**config.mk**
```make
export PLATFORM = sky130hd
export DESIGN_NAME = pcie_app_top
export DESIGN_NICKNAME = d
export VERILOG_FILES = /design/src/logic/pcie_app_pkg.sv /design/src/logic/apb_region_decode.sv /design/src/logic/axis_path_steer.sv /design/src/logic/cfg_tlp_fsm.sv /design/src/logic/cfg_tlp_regs.sv /design/src/logic/led_heartbeat.sv /design/src/logic/pcie_app_top.sv
export SDC_FILE = /design/constraint.sdc
export NUM_CORES = 1
export LEC_CHECK = 0
export ABC_AREA = 1
export BUFFER_PORTS_ARGS = -buffer_cell sky130_fd_sc_hd__clkbuf_2
export CORE_AREA = 3 3 318 320
export DETAILED_ROUTE_END_ITERATION = 6
export DIE_AREA = 0 0 321 323
export PLACE_DENSITY = 0.48
export SLEW_MARGIN = 40
export SYNTH_ARGS = -nofsm -noshare
export SYNTH_HDL_FRONTEND = slang
export SYNTH_HIERARCHICAL = 1
export SYNTH_SLANG_ARGS = --single-unit
```
**constraint.sdc**
```tcl
create_clock -name pclk -period 2.3 [get_ports pclk]
set_input_delay 0.115 -clock pclk [delete_from_list [all_inputs] [get_ports pclk]]
set_output_delay 0.115 -clock pclk [all_outputs]
set_load 0.02 [all_outputs]
```
**src/logic/pcie_app_pkg.sv**
```systemverilog
package pcie_app_pkg;

    // ********************
    // bus widths
    localparam int APB_ADDR_W   = 16;
    localparam int APB_DATA_W   = 32;
    localparam int APB_STRB_W   = 4;
    localparam int AXIS_DATA_W  = 128;
    localparam int AXIS_KEEP_W  = 4;
    localparam int AXIS_MUSER_W = 8;

    // ********************
    // register map
    localparam logic [3:0] REGION_PCIE = 4'h7;       // pcie core dbi
    localparam logic [3:0] REGION_DMA  = 4'h8;       // dma engine
    localparam logic [3:0] REGION_CFG  = 4'h9;       // cfg tlp block

    localparam logic [7:0] CFG_REG_CTRL    = 8'h00;  // enable/start/busy/done
    localparam logic [7:0] CFG_REG_TX_BASE = 8'h10;  // header words 0..3
    localparam logic [7:0] CFG_REG_RX_BASE = 8'h20;  // completion words 0..3

    localparam int HEARTBEAT_W = 6;                  // short count for sim

    typedef logic [APB_ADDR_W-1:0]  apb_addr_t;
    typedef logic [APB_DATA_W-1:0]  apb_data_t;
    typedef logic [APB_STRB_W-1:0]  apb_strb_t;
    typedef logic [AXIS_DATA_W-1:0] axis_data_t;

    typedef struct packed {
        apb_addr_t addr;
        apb_data_t wdata;
        apb_strb_t strb;
        logic      write;
        logic      enable;                           // low in setup phase
    } apb_req_t;

    typedef struct packed {
        axis_data_t data;
        logic       last;
        logic       user;
    } axis_tx_beat_t;

    typedef struct packed {
        axis_data_t              data;
        logic [AXIS_KEEP_W-1:0]  keep;
        logic                    last;
        logic [AXIS_MUSER_W-1:0] user;
    } axis_rx_beat_t;

    typedef enum logic [1:0] {
        ST_IDLE,
        ST_SEND,
        ST_WAIT_CPL
    } cfg_tlp_state_t;

endpackage

```
**src/logic/apb_region_decode.sv**
```systemverilog
`timescale 1ns/1ns

module apb_region_decode
(
    input  logic                    pclk,
    input  logic                    s_pclk_rstn,
    input  pcie_app_pkg::apb_req_t  i_apb_req,
    input  logic                    i_apb_sel,
    input  logic                    i_pcie_rdy,
    input  pcie_app_pkg::apb_data_t i_pcie_rdata,
    input  logic                    i_dma_rdy,
    input  pcie_app_pkg::apb_data_t i_dma_rdata,
    input  pcie_app_pkg::apb_data_t i_cfg_rdata,
    output logic                    o_apb_rdy,
    output pcie_app_pkg::apb_data_t o_apb_rdata,
    output logic                    o_pcie_sel,
    output logic                    o_dma_sel,
    output logic                    o_cfg_sel,
    output pcie_app_pkg::apb_req_t  o_pcie_req,
    output pcie_app_pkg::apb_req_t  o_dma_req
);
    import pcie_app_pkg::*;

    logic [3:0] region;
    logic [2:0] hit;        // {cfg, dma, pcie}
    logic [2:0] hit_q;      // region held from the setup phase
    logic [2:0] sel_vec;

    assign region = i_apb_req.addr[APB_ADDR_W-1 -: 4];
    assign hit    = {region == REGION_CFG, region == REGION_DMA, region == REGION_PCIE};

    always_ff @(posedge pclk or negedge s_pclk_rstn)
    begin
        if (!s_pclk_rstn)
            hit_q <= 3'b000;
        else if (i_apb_sel && !i_apb_req.enable)
            hit_q <= hit;   // latch at setup
    end

    assign sel_vec    = i_apb_sel ? (i_apb_req.enable ? hit_q : hit) : 3'b000;
    assign o_pcie_sel = sel_vec[0];
    assign o_dma_sel  = sel_vec[1];
    assign o_cfg_sel  = sel_vec[2];

    assign o_pcie_req = i_apb_req;
    assign o_dma_req  = i_apb_req;

    // cfg and unmapped regions complete in the first access cycle
    always_comb
    begin
        o_apb_rdy   = i_apb_sel & i_apb_req.enable;
        o_apb_rdata = '0;   // unmapped reads zero
        if (sel_vec[0])
        begin
            o_apb_rdy   = o_apb_rdy & i_pcie_rdy;
            o_apb_rdata = i_pcie_rdata;
        end
        else if (sel_vec[1])
        begin
            o_apb_rdy   = o_apb_rdy & i_dma_rdy;
            o_apb_rdata = i_dma_rdata;
        end
        else if (sel_vec[2])
            o_apb_rdata = i_cfg_rdata;
    end

endmodule

```
**src/logic/axis_path_steer.sv**
```systemverilog
`timescale 1ns/1ns

module axis_path_steer
(
    input  logic                        i_enable,
    input  pcie_app_pkg::axis_tx_beat_t i_fsm_s0_beat,
    input  logic                        i_fsm_s0_vld,
    input  logic                        i_fsm_m_rdy,
    input  pcie_app_pkg::axis_tx_beat_t i_dma_s0_beat,
    input  logic                        i_dma_s0_vld,
    input  logic                        i_dma_m_rdy,
    input  logic                        i_core_s0_rdy,
    input  pcie_app_pkg::axis_rx_beat_t i_core_m_beat,
    input  logic                        i_core_m_vld,
    output pcie_app_pkg::axis_tx_beat_t o_core_s0_beat,
    output logic                        o_core_s0_vld,
    output logic                        o_core_m_rdy,
    output logic                        o_dma_s0_rdy,
    output pcie_app_pkg::axis_rx_beat_t o_dma_m_beat,
    output logic                        o_dma_m_vld,
    output logic                        o_fsm_s0_rdy,
    output logic                        o_fsm_m_vld
);

    // ********************
    // slave channel 0
    assign o_core_s0_beat = i_enable ? i_fsm_s0_beat : i_dma_s0_beat;
    assign o_core_s0_vld  = i_enable ? i_fsm_s0_vld  : i_dma_s0_vld;
    assign o_fsm_s0_rdy   = i_enable & i_core_s0_rdy;
    assign o_dma_s0_rdy   = ~i_enable & i_core_s0_rdy;

    // ********************
    // master channel, dma sees nothing while cfg owns it
    assign o_dma_m_beat = i_enable ? '0 : i_core_m_beat;
    assign o_dma_m_vld  = ~i_enable & i_core_m_vld;
    assign o_fsm_m_vld  = i_enable & i_core_m_vld;
    assign o_core_m_rdy = i_enable ? i_fsm_m_rdy : i_dma_m_rdy;

endmodule

```
**src/logic/cfg_tlp_fsm.sv**
```systemverilog
`timescale 1ns/1ns

module cfg_tlp_fsm
(
    input  logic                        pclk,
    input  logic                        s_pclk_rstn,
    input  logic                        i_enable,
    input  logic                        i_start,
    input  pcie_app_pkg::axis_data_t    i_tx_header,
    input  logic                        i_s0_rdy,
    input  logic                        i_m_vld,
    input  pcie_app_pkg::axis_rx_beat_t i_m_beat,
    output logic                        o_busy,
    output pcie_app_pkg::axis_tx_beat_t o_s0_beat,
    output logic                        o_s0_vld,
    output logic                        o_m_rdy,
    output logic                        o_cpl_wr,
    output pcie_app_pkg::axis_rx_beat_t o_cpl_beat
);
    import pcie_app_pkg::*;

    cfg_tlp_state_t state;
    cfg_tlp_state_t state_nxt;

    always_comb
    begin
        state_nxt = state;
        if (!i_enable)
            state_nxt = ST_IDLE;   // abort, done stays clear
        else
        begin
            case (state)
                ST_IDLE:     if (i_start) state_nxt = ST_SEND;
                ST_SEND:     if (i_s0_rdy) state_nxt = ST_WAIT_CPL;
                ST_WAIT_CPL: if (i_m_vld && i_m_beat.last) state_nxt = ST_IDLE;
                default:     state_nxt = ST_IDLE;
            endcase
        end
    end

    always_ff @(posedge pclk or negedge s_pclk_rstn)
    begin
        if (!s_pclk_rstn)
            state <= ST_IDLE;
        else
            state <= state_nxt;
    end

    // request is a single beat
    assign o_s0_vld       = (state == ST_SEND);
    assign o_s0_beat.data = i_tx_header;
    assign o_s0_beat.last = 1'b1;
    assign o_s0_beat.user = 1'b0;

    assign o_m_rdy    = (state == ST_WAIT_CPL);
    assign o_cpl_wr   = o_m_rdy & i_m_vld;   // accepted completion beat
    assign o_cpl_beat = i_m_beat;
    assign o_busy     = (state != ST_IDLE);

endmodule

```
**src/logic/cfg_tlp_regs.sv**
```systemverilog
`timescale 1ns/1ns

module cfg_tlp_regs
(
    input  logic                        pclk,
    input  logic                        s_pclk_rstn,
    input  pcie_app_pkg::apb_req_t      i_apb_req,
    input  logic                        i_cfg_sel,
    input  logic                        i_busy,
    input  logic                        i_cpl_wr,
    input  pcie_app_pkg::axis_rx_beat_t i_cpl_beat,
    output pcie_app_pkg::apb_data_t     o_rdata,
    output logic                        o_enable,
    output logic                        o_start,
    output pcie_app_pkg::axis_data_t    o_tx_header
);
    import pcie_app_pkg::*;

    logic [7:0] offset;
    logic [1:0] idx;        // word within header or completion
    logic       wr_en;
    logic       wr_ctrl;
    logic       wr_hdr;
    logic       start_wr;

    logic       enable_q;
    logic       start_q;
    logic       done_q;
    axis_data_t tx_hdr_q;
    axis_data_t cpl_q;

    assign offset   = i_apb_req.addr[7:0];
    assign idx      = offset[3:2];
    assign wr_en    = i_cfg_sel & i_apb_req.enable & i_apb_req.write;
    assign wr_ctrl  = wr_en & (offset == CFG_REG_CTRL);
    assign wr_hdr   = wr_en & (offset[7:4] == CFG_REG_TX_BASE[7:4]);
    assign start_wr = wr_ctrl & i_apb_req.strb[0] & i_apb_req.wdata[1];

    // ********************
    // control and status
    always_ff @(posedge pclk or negedge s_pclk_rstn)
    begin
        if (!s_pclk_rstn)
        begin
            enable_q <= 1'b0;
            start_q  <= 1'b0;
            done_q   <= 1'b0;
        end
        else
        begin
            start_q <= start_wr;   // one-cycle pulse
            if (wr_ctrl && i_apb_req.strb[0])
                enable_q <= i_apb_req.wdata[0];
            if (i_cpl_wr && i_cpl_beat.last)
                done_q <= 1'b1;
            else if (start_wr)
                done_q <= 1'b0;
        end
    end

    // ********************
    // header and completion words
    always_ff @(posedge pclk or negedge s_pclk_rstn)
    begin
        if (!s_pclk_rstn)
        begin
            tx_hdr_q <= '0;
            cpl_q    <= '0;
        end
        else
        begin
            for (int b = 0; b < APB_STRB_W; b++)
            begin
                if (wr_hdr && i_apb_req.strb[b])
                    tx_hdr_q[idx*APB_DATA_W + b*8 +: 8] <= i_apb_req.wdata[b*8 +: 8];
            end
            if (i_cpl_wr)
                cpl_q <= i_cpl_beat.data;   // last beat wins
        end
    end

    always_comb
    begin
        o_rdata = '0;
        if (offset == CFG_REG_CTRL)
            o_rdata = {{(APB_DATA_W-4){1'b0}}, done_q, i_busy, 1'b0, enable_q};
        else if (offset[7:4] == CFG_REG_TX_BASE[7:4])
            o_rdata = tx_hdr_q[idx*APB_DATA_W +: APB_DATA_W];
        else if (offset[7:4] == CFG_REG_RX_BASE[7:4])
            o_rdata = cpl_q[idx*APB_DATA_W +: APB_DATA_W];
    end

    assign o_enable    = enable_q;
    assign o_start     = start_q;
    assign o_tx_header = tx_hdr_q;

endmodule

```
**src/logic/led_heartbeat.sv**
```systemverilog
`timescale 1ns/1ns

module led_heartbeat
(
    input  logic pclk,
    input  logic s_pclk_rstn,
    output logic o_led
);
    import pcie_app_pkg::*;

    logic [HEARTBEAT_W-1:0] cnt;

    always_ff @(posedge pclk or negedge s_pclk_rstn)
    begin
        if (!s_pclk_rstn)
            cnt <= '0;
        else
            cnt <= cnt + 1'b1;   // free running
    end

    always_ff @(posedge pclk or negedge s_pclk_rstn)
    begin
        if (!s_pclk_rstn)
            o_led <= 1'b1;
        else if (&cnt)
            o_led <= ~o_led;     // once per wrap
    end

endmodule

```
**src/logic/pcie_app_top.sv**
```systemverilog
`timescale 1ns/1ns

module pcie_app_top
(
    input  logic                        pclk,
    input  logic                        s_pclk_rstn,
    // apb from the external master
    input  pcie_app_pkg::apb_req_t      i_apb_req,
    input  logic                        i_apb_sel,
    output logic                        o_apb_rdy,
    output pcie_app_pkg::apb_data_t     o_apb_rdata,
    // apb to pcie core and dma engine
    output pcie_app_pkg::apb_req_t      o_pcie_apb_req,
    output logic                        o_pcie_apb_sel,
    input  logic                        i_pcie_apb_rdy,
    input  pcie_app_pkg::apb_data_t     i_pcie_apb_rdata,
    output pcie_app_pkg::apb_req_t      o_dma_apb_req,
    output logic                        o_dma_apb_sel,
    input  logic                        i_dma_apb_rdy,
    input  pcie_app_pkg::apb_data_t     i_dma_apb_rdata,
    // core stream side
    output pcie_app_pkg::axis_tx_beat_t o_core_s0_beat,
    output logic                        o_core_s0_vld,
    input  logic                        i_core_s0_rdy,
    input  pcie_app_pkg::axis_rx_beat_t i_core_m_beat,
    input  logic                        i_core_m_vld,
    output logic                        o_core_m_rdy,
    // dma stream side
    input  pcie_app_pkg::axis_tx_beat_t i_dma_s0_beat,
    input  logic                        i_dma_s0_vld,
    output logic                        o_dma_s0_rdy,
    output pcie_app_pkg::axis_rx_beat_t o_dma_m_beat,
    output logic                        o_dma_m_vld,
    input  logic                        i_dma_m_rdy,
    output logic                        o_heartbeat_led
);
    import pcie_app_pkg::*;

    logic          cfg_sel;
    apb_data_t     cfg_rdata;
    logic          cfg_enable;
    logic          cfg_start;
    axis_data_t    tx_header;
    logic          fsm_busy;
    logic          cpl_wr;
    axis_rx_beat_t cpl_beat;
    axis_tx_beat_t fsm_s0_beat;
    logic          fsm_s0_vld;
    logic          fsm_s0_rdy;
    logic          fsm_m_rdy;
    logic          fsm_m_vld;

    // ********************
    // register bus
    apb_region_decode u_apb_region_decode (
        .pclk         (pclk            ),
        .s_pclk_rstn  (s_pclk_rstn     ),
        .i_apb_req    (i_apb_req       ),
        .i_apb_sel    (i_apb_sel       ),
        .i_pcie_rdy   (i_pcie_apb_rdy  ),
        .i_pcie_rdata (i_pcie_apb_rdata),
        .i_dma_rdy    (i_dma_apb_rdy   ),
        .i_dma_rdata  (i_dma_apb_rdata ),
        .i_cfg_rdata  (cfg_rdata       ),
        .o_apb_rdy    (o_apb_rdy       ),
        .o_apb_rdata  (o_apb_rdata     ),
        .o_pcie_sel   (o_pcie_apb_sel  ),
        .o_dma_sel    (o_dma_apb_sel   ),
        .o_cfg_sel    (cfg_sel         ),
        .o_pcie_req   (o_pcie_apb_req  ),
        .o_dma_req    (o_dma_apb_req   )
    );

    cfg_tlp_regs u_cfg_tlp_regs (
        .pclk        (pclk       ),
        .s_pclk_rstn (s_pclk_rstn),
        .i_apb_req   (i_apb_req  ),
        .i_cfg_sel   (cfg_sel    ),
        .i_busy      (fsm_busy   ),
        .i_cpl_wr    (cpl_wr     ),
        .i_cpl_beat  (cpl_beat   ),
        .o_rdata     (cfg_rdata  ),
        .o_enable    (cfg_enable ),
        .o_start     (cfg_start  ),
        .o_tx_header (tx_header  )
    );

    // ********************
    // cfg tlp sequencer and stream mux
    cfg_tlp_fsm u_cfg_tlp_fsm (
        .pclk        (pclk       ),
        .s_pclk_rstn (s_pclk_rstn),
        .i_enable    (cfg_enable ),
        .i_start     (cfg_start  ),
        .i_tx_header (tx_header  ),
        .i_s0_rdy    (fsm_s0_rdy ),
        .i_m_vld     (fsm_m_vld  ),
        .i_m_beat    (i_core_m_beat),
        .o_busy      (fsm_busy   ),
        .o_s0_beat   (fsm_s0_beat),
        .o_s0_vld    (fsm_s0_vld ),
        .o_m_rdy     (fsm_m_rdy  ),
        .o_cpl_wr    (cpl_wr     ),
        .o_cpl_beat  (cpl_beat   )
    );

    axis_path_steer u_axis_path_steer (
        .i_enable       (cfg_enable    ),
        .i_fsm_s0_beat  (fsm_s0_beat   ),
        .i_fsm_s0_vld   (fsm_s0_vld    ),
        .i_fsm_m_rdy    (fsm_m_rdy     ),
        .i_dma_s0_beat  (i_dma_s0_beat ),
        .i_dma_s0_vld   (i_dma_s0_vld  ),
        .i_dma_m_rdy    (i_dma_m_rdy   ),
        .i_core_s0_rdy  (i_core_s0_rdy ),
        .i_core_m_beat  (i_core_m_beat ),
        .i_core_m_vld   (i_core_m_vld  ),
        .o_core_s0_beat (o_core_s0_beat),
        .o_core_s0_vld  (o_core_s0_vld ),
        .o_core_m_rdy   (o_core_m_rdy  ),
        .o_dma_s0_rdy   (o_dma_s0_rdy  ),
        .o_dma_m_beat   (o_dma_m_beat  ),
        .o_dma_m_vld    (o_dma_m_vld   ),
        .o_fsm_s0_rdy   (fsm_s0_rdy    ),
        .o_fsm_m_vld    (fsm_m_vld     )
    );

    led_heartbeat u_led_heartbeat (
        .pclk        (pclk           ),
        .s_pclk_rstn (s_pclk_rstn    ),
        .o_led       (o_heartbeat_led)
    );

endmodule

```
==> flow_summary.toml <==
[timing]
tightest_slew_ns = 0.623
finalHoldViolations = 0
fmax_mhz = 447
setup_viol = 0
period_minus_slack_ns = 2.24
finalMaxSlewViolations = 0
setup_ws_ns = 0.0624
skew_ns = 0.0227
relSlewSlack_pct = 58.5
finalCritPeriodShare_pct = 97.3
rsz0062_at_grt = "no"

[global_routing]
groute.usage.overall_pct = 17.9
grt_use_met2_pct = 30.8
grt_max_degree = 65
use_met1_pct = 23.8
grt_pass1_vias = 20600
gr-total-overflow = 0
grt_first_pass_wirelength_mm = 139
antenna_found_initial = 9
grt_util_met3_pct = 2.20
grt_busiest_layer = "met2"

[worst_hold_path]
min_path_type = "in -> reg"

[drt]
drc = 0
viasPerCell = 4.30
wire_per_inst_um = 19.4
drt_wl_total_mm = 98.3
dr.pass1.iters = 5
vias = 21800
drtIter0Drc = 1559
drtAntennaViolNets = 0

[pwr]
pwr-share-comb_pct = 21.6
switchingPower_mw = 4.07
leakage_nw = 15.9
internal_power_mw = 9.11
switching_share_pct = 30.9
p_per_area_nw_per_um2 = 475
power.share.sequential_pct = 36.2
ir_drop_mv = 0.452
power_frac_clock_pct = 42.2
finalPower_mw = 13.2

[floorplan]
die_w_um = 321
die-area_um2 = 104000
io_pins = 817
rows = 115
dieHeight_um = 323
start_util_pct = 21.7
coreArea_um2 = 98400

[cts]
cts_root_buf = "clkbuf_16"
cts_num_sinks = 271
htreeDepth = 2
cts-buffers-inserted = 37
clock_tree.buffer_depth = 3
cts_tree = "built"
clkTransAtPathRegs_ns = 0.06
clk_latency_ns = 0.54

[place]
place.gp.congestion = 0.850
post-place-ws_ns = 0.0421
portBuffers = 804
dp_hpwl_mm = 76.1

[synth]
syn_area_per_cell_um2 = 6.73
synthesis.nets = 3578
syn-instance-count = 3175
yosysWarningCount = 6
syn_area_um2 = 21400

[critical_path]
end_kind = "output port"
required_ns = 2.18
critPathMaxFanout = 25
setup.worst_path.start_class = "flip-flop"
critPathKind = "reg -> out"
arrival_ns = 2.12

[layout]
final_nets = 4148
drive_above_1_share_pct = 33.1
fill_cells = 10900
post-route-util_pct = 28.2
area_growth_pct = 29.9

[run]
drv_cap = 0

[outcome]
outcome = "complete, no violations"
-- worst max-delay path, stage by stage, from the launching register on --
cell      delay [ns]
dfrtp_1         0.37
nand2_1         0.08
nand2_2         0.17
buf_4           0.28
a21oi_1         0.35
nand2_2         0.10
nand2_1         0.07
clkbuf_2        0.16
-- flip-flops by register name (all words and copies together), names as in the netlist --
name                        count
u_cfg_tlp_regs/cpl_q          128
u_cfg_tlp_regs/done_q           1
u_cfg_tlp_fsm/state             2
u_cfg_tlp_regs/o_enable         1
u_led_heartbeat/o_led           1
u_led_heartbeat/cnt             6
u_cfg_tlp_regs/o_tx_header    128
u_apb_region_decode/hit_q       3
u_cfg_tlp_regs/o_start          1
-- routing by layer --
metal / wire (um) / up-vias
met4: 2370 / 0
met3: 4810 / 111
met2: 48100 / 775
li1: - / 10600
met5: 0 / -
met1: 43000 / 10200
-- metrics by stage --
stage	instances	TNS, ns	hold slack (ns)	cell area [um2]
finish	5062	0	0.0374	27800
global route	5056	0	0.0364	27700
global placement	4813	0	0.0897	24300
detailed placement	4813	0	0.0892	24300
floorplan	3175	0	-0.181	21400
CTS	5043	-0.0584	0.00555	27500
-- power by group through the flow --
stage | Sequential [mW] | Combinational (mW) | Clock (mW)
global placement | 4.86 | 2.60 | 0
global route | 4.77 | 3.08 | 5.94
finish | 4.78 | 2.85 | 5.56
CTS | 4.78 | 2.85 | 5.72
floorplan | 4.86 | 1.55 | 0
detailed placement | 4.86 | 2.59 | 0
-- cells in the final DEF (no fill, tap or decap), types with 34 or more instances in the layout --
cell type and instances:
mux2_2 114, nand4_1 99, nor2_1 330, clkbuf_16 39, dfrtp_1 263, buf_4 97
dlygate4sd3_1 160, inv_1 269, nand2_1 1089, clkbuf_2 794, o21ai_0 34, nand3_1 148
nor3_1 72
-- layout make-up --
| class | instances | area, um2 | area share, % |
|---|---|---|---|
| Clock inverter | 8 | 51.3 | 0.185 |
| Tap cell | 1287 | 1610 | 5.80 |
| Antenna cell | 7 | 17.5 | 0.0631 |
| Inverter | 280 | 1070 | 3.84 |
| Clock buffer | 54 | 1100 | 3.97 |
| Timing Repair Buffer | 1092 | 7060 | 25.4 |
| Multi-Input combinational cell | 2063 | 10100 | 36.3 |
| Sequential cell | 271 | 6790 | 24.5 |
-- timing repair --
action | 4_1_cts | 5_1_grt
pin swaps | 4 | 14
endpoints found under the hold margin | 439 | 0
setup endpoints to repair | 188 | 27
cloned | 3 | 0
hold buffers | 160 | 0
buffers inserted | 5 | 12
gates resized for setup | 71 | 59
-- worst paths after layout --
path,startpoint,end,slack (ns),cells after the start
max reg2reg,u_apb_region_decode/hit_q[2]$_DFFE_PN0P_,u_cfg_tlp_regs/o_tx_header[15]$_DFFE_PN0P_,0.27,9
min,i_apb_req[51],u_apb_region_decode/hit_q[0]$_DFFE_PN0P_,0.04,4
min in group asynchronous,s_pclk_rstn,u_cfg_tlp_regs/cpl_q[101]$_DFFE_PN0P_,0.10,2
max,u_apb_region_decode/hit_q[1]$_DFFE_PN0P_,o_apb_rdata[16],0.06,7
min reg2reg,u_led_heartbeat/cnt[0]$_DFF_PN0_,u_led_heartbeat/cnt[0]$_DFF_PN0_,0.47,1
max in group asynchronous,s_pclk_rstn,u_cfg_tlp_regs/o_tx_header[102]$_DFFE_PN0P_,1.45,3
Power figures use the tool's default switching activity.
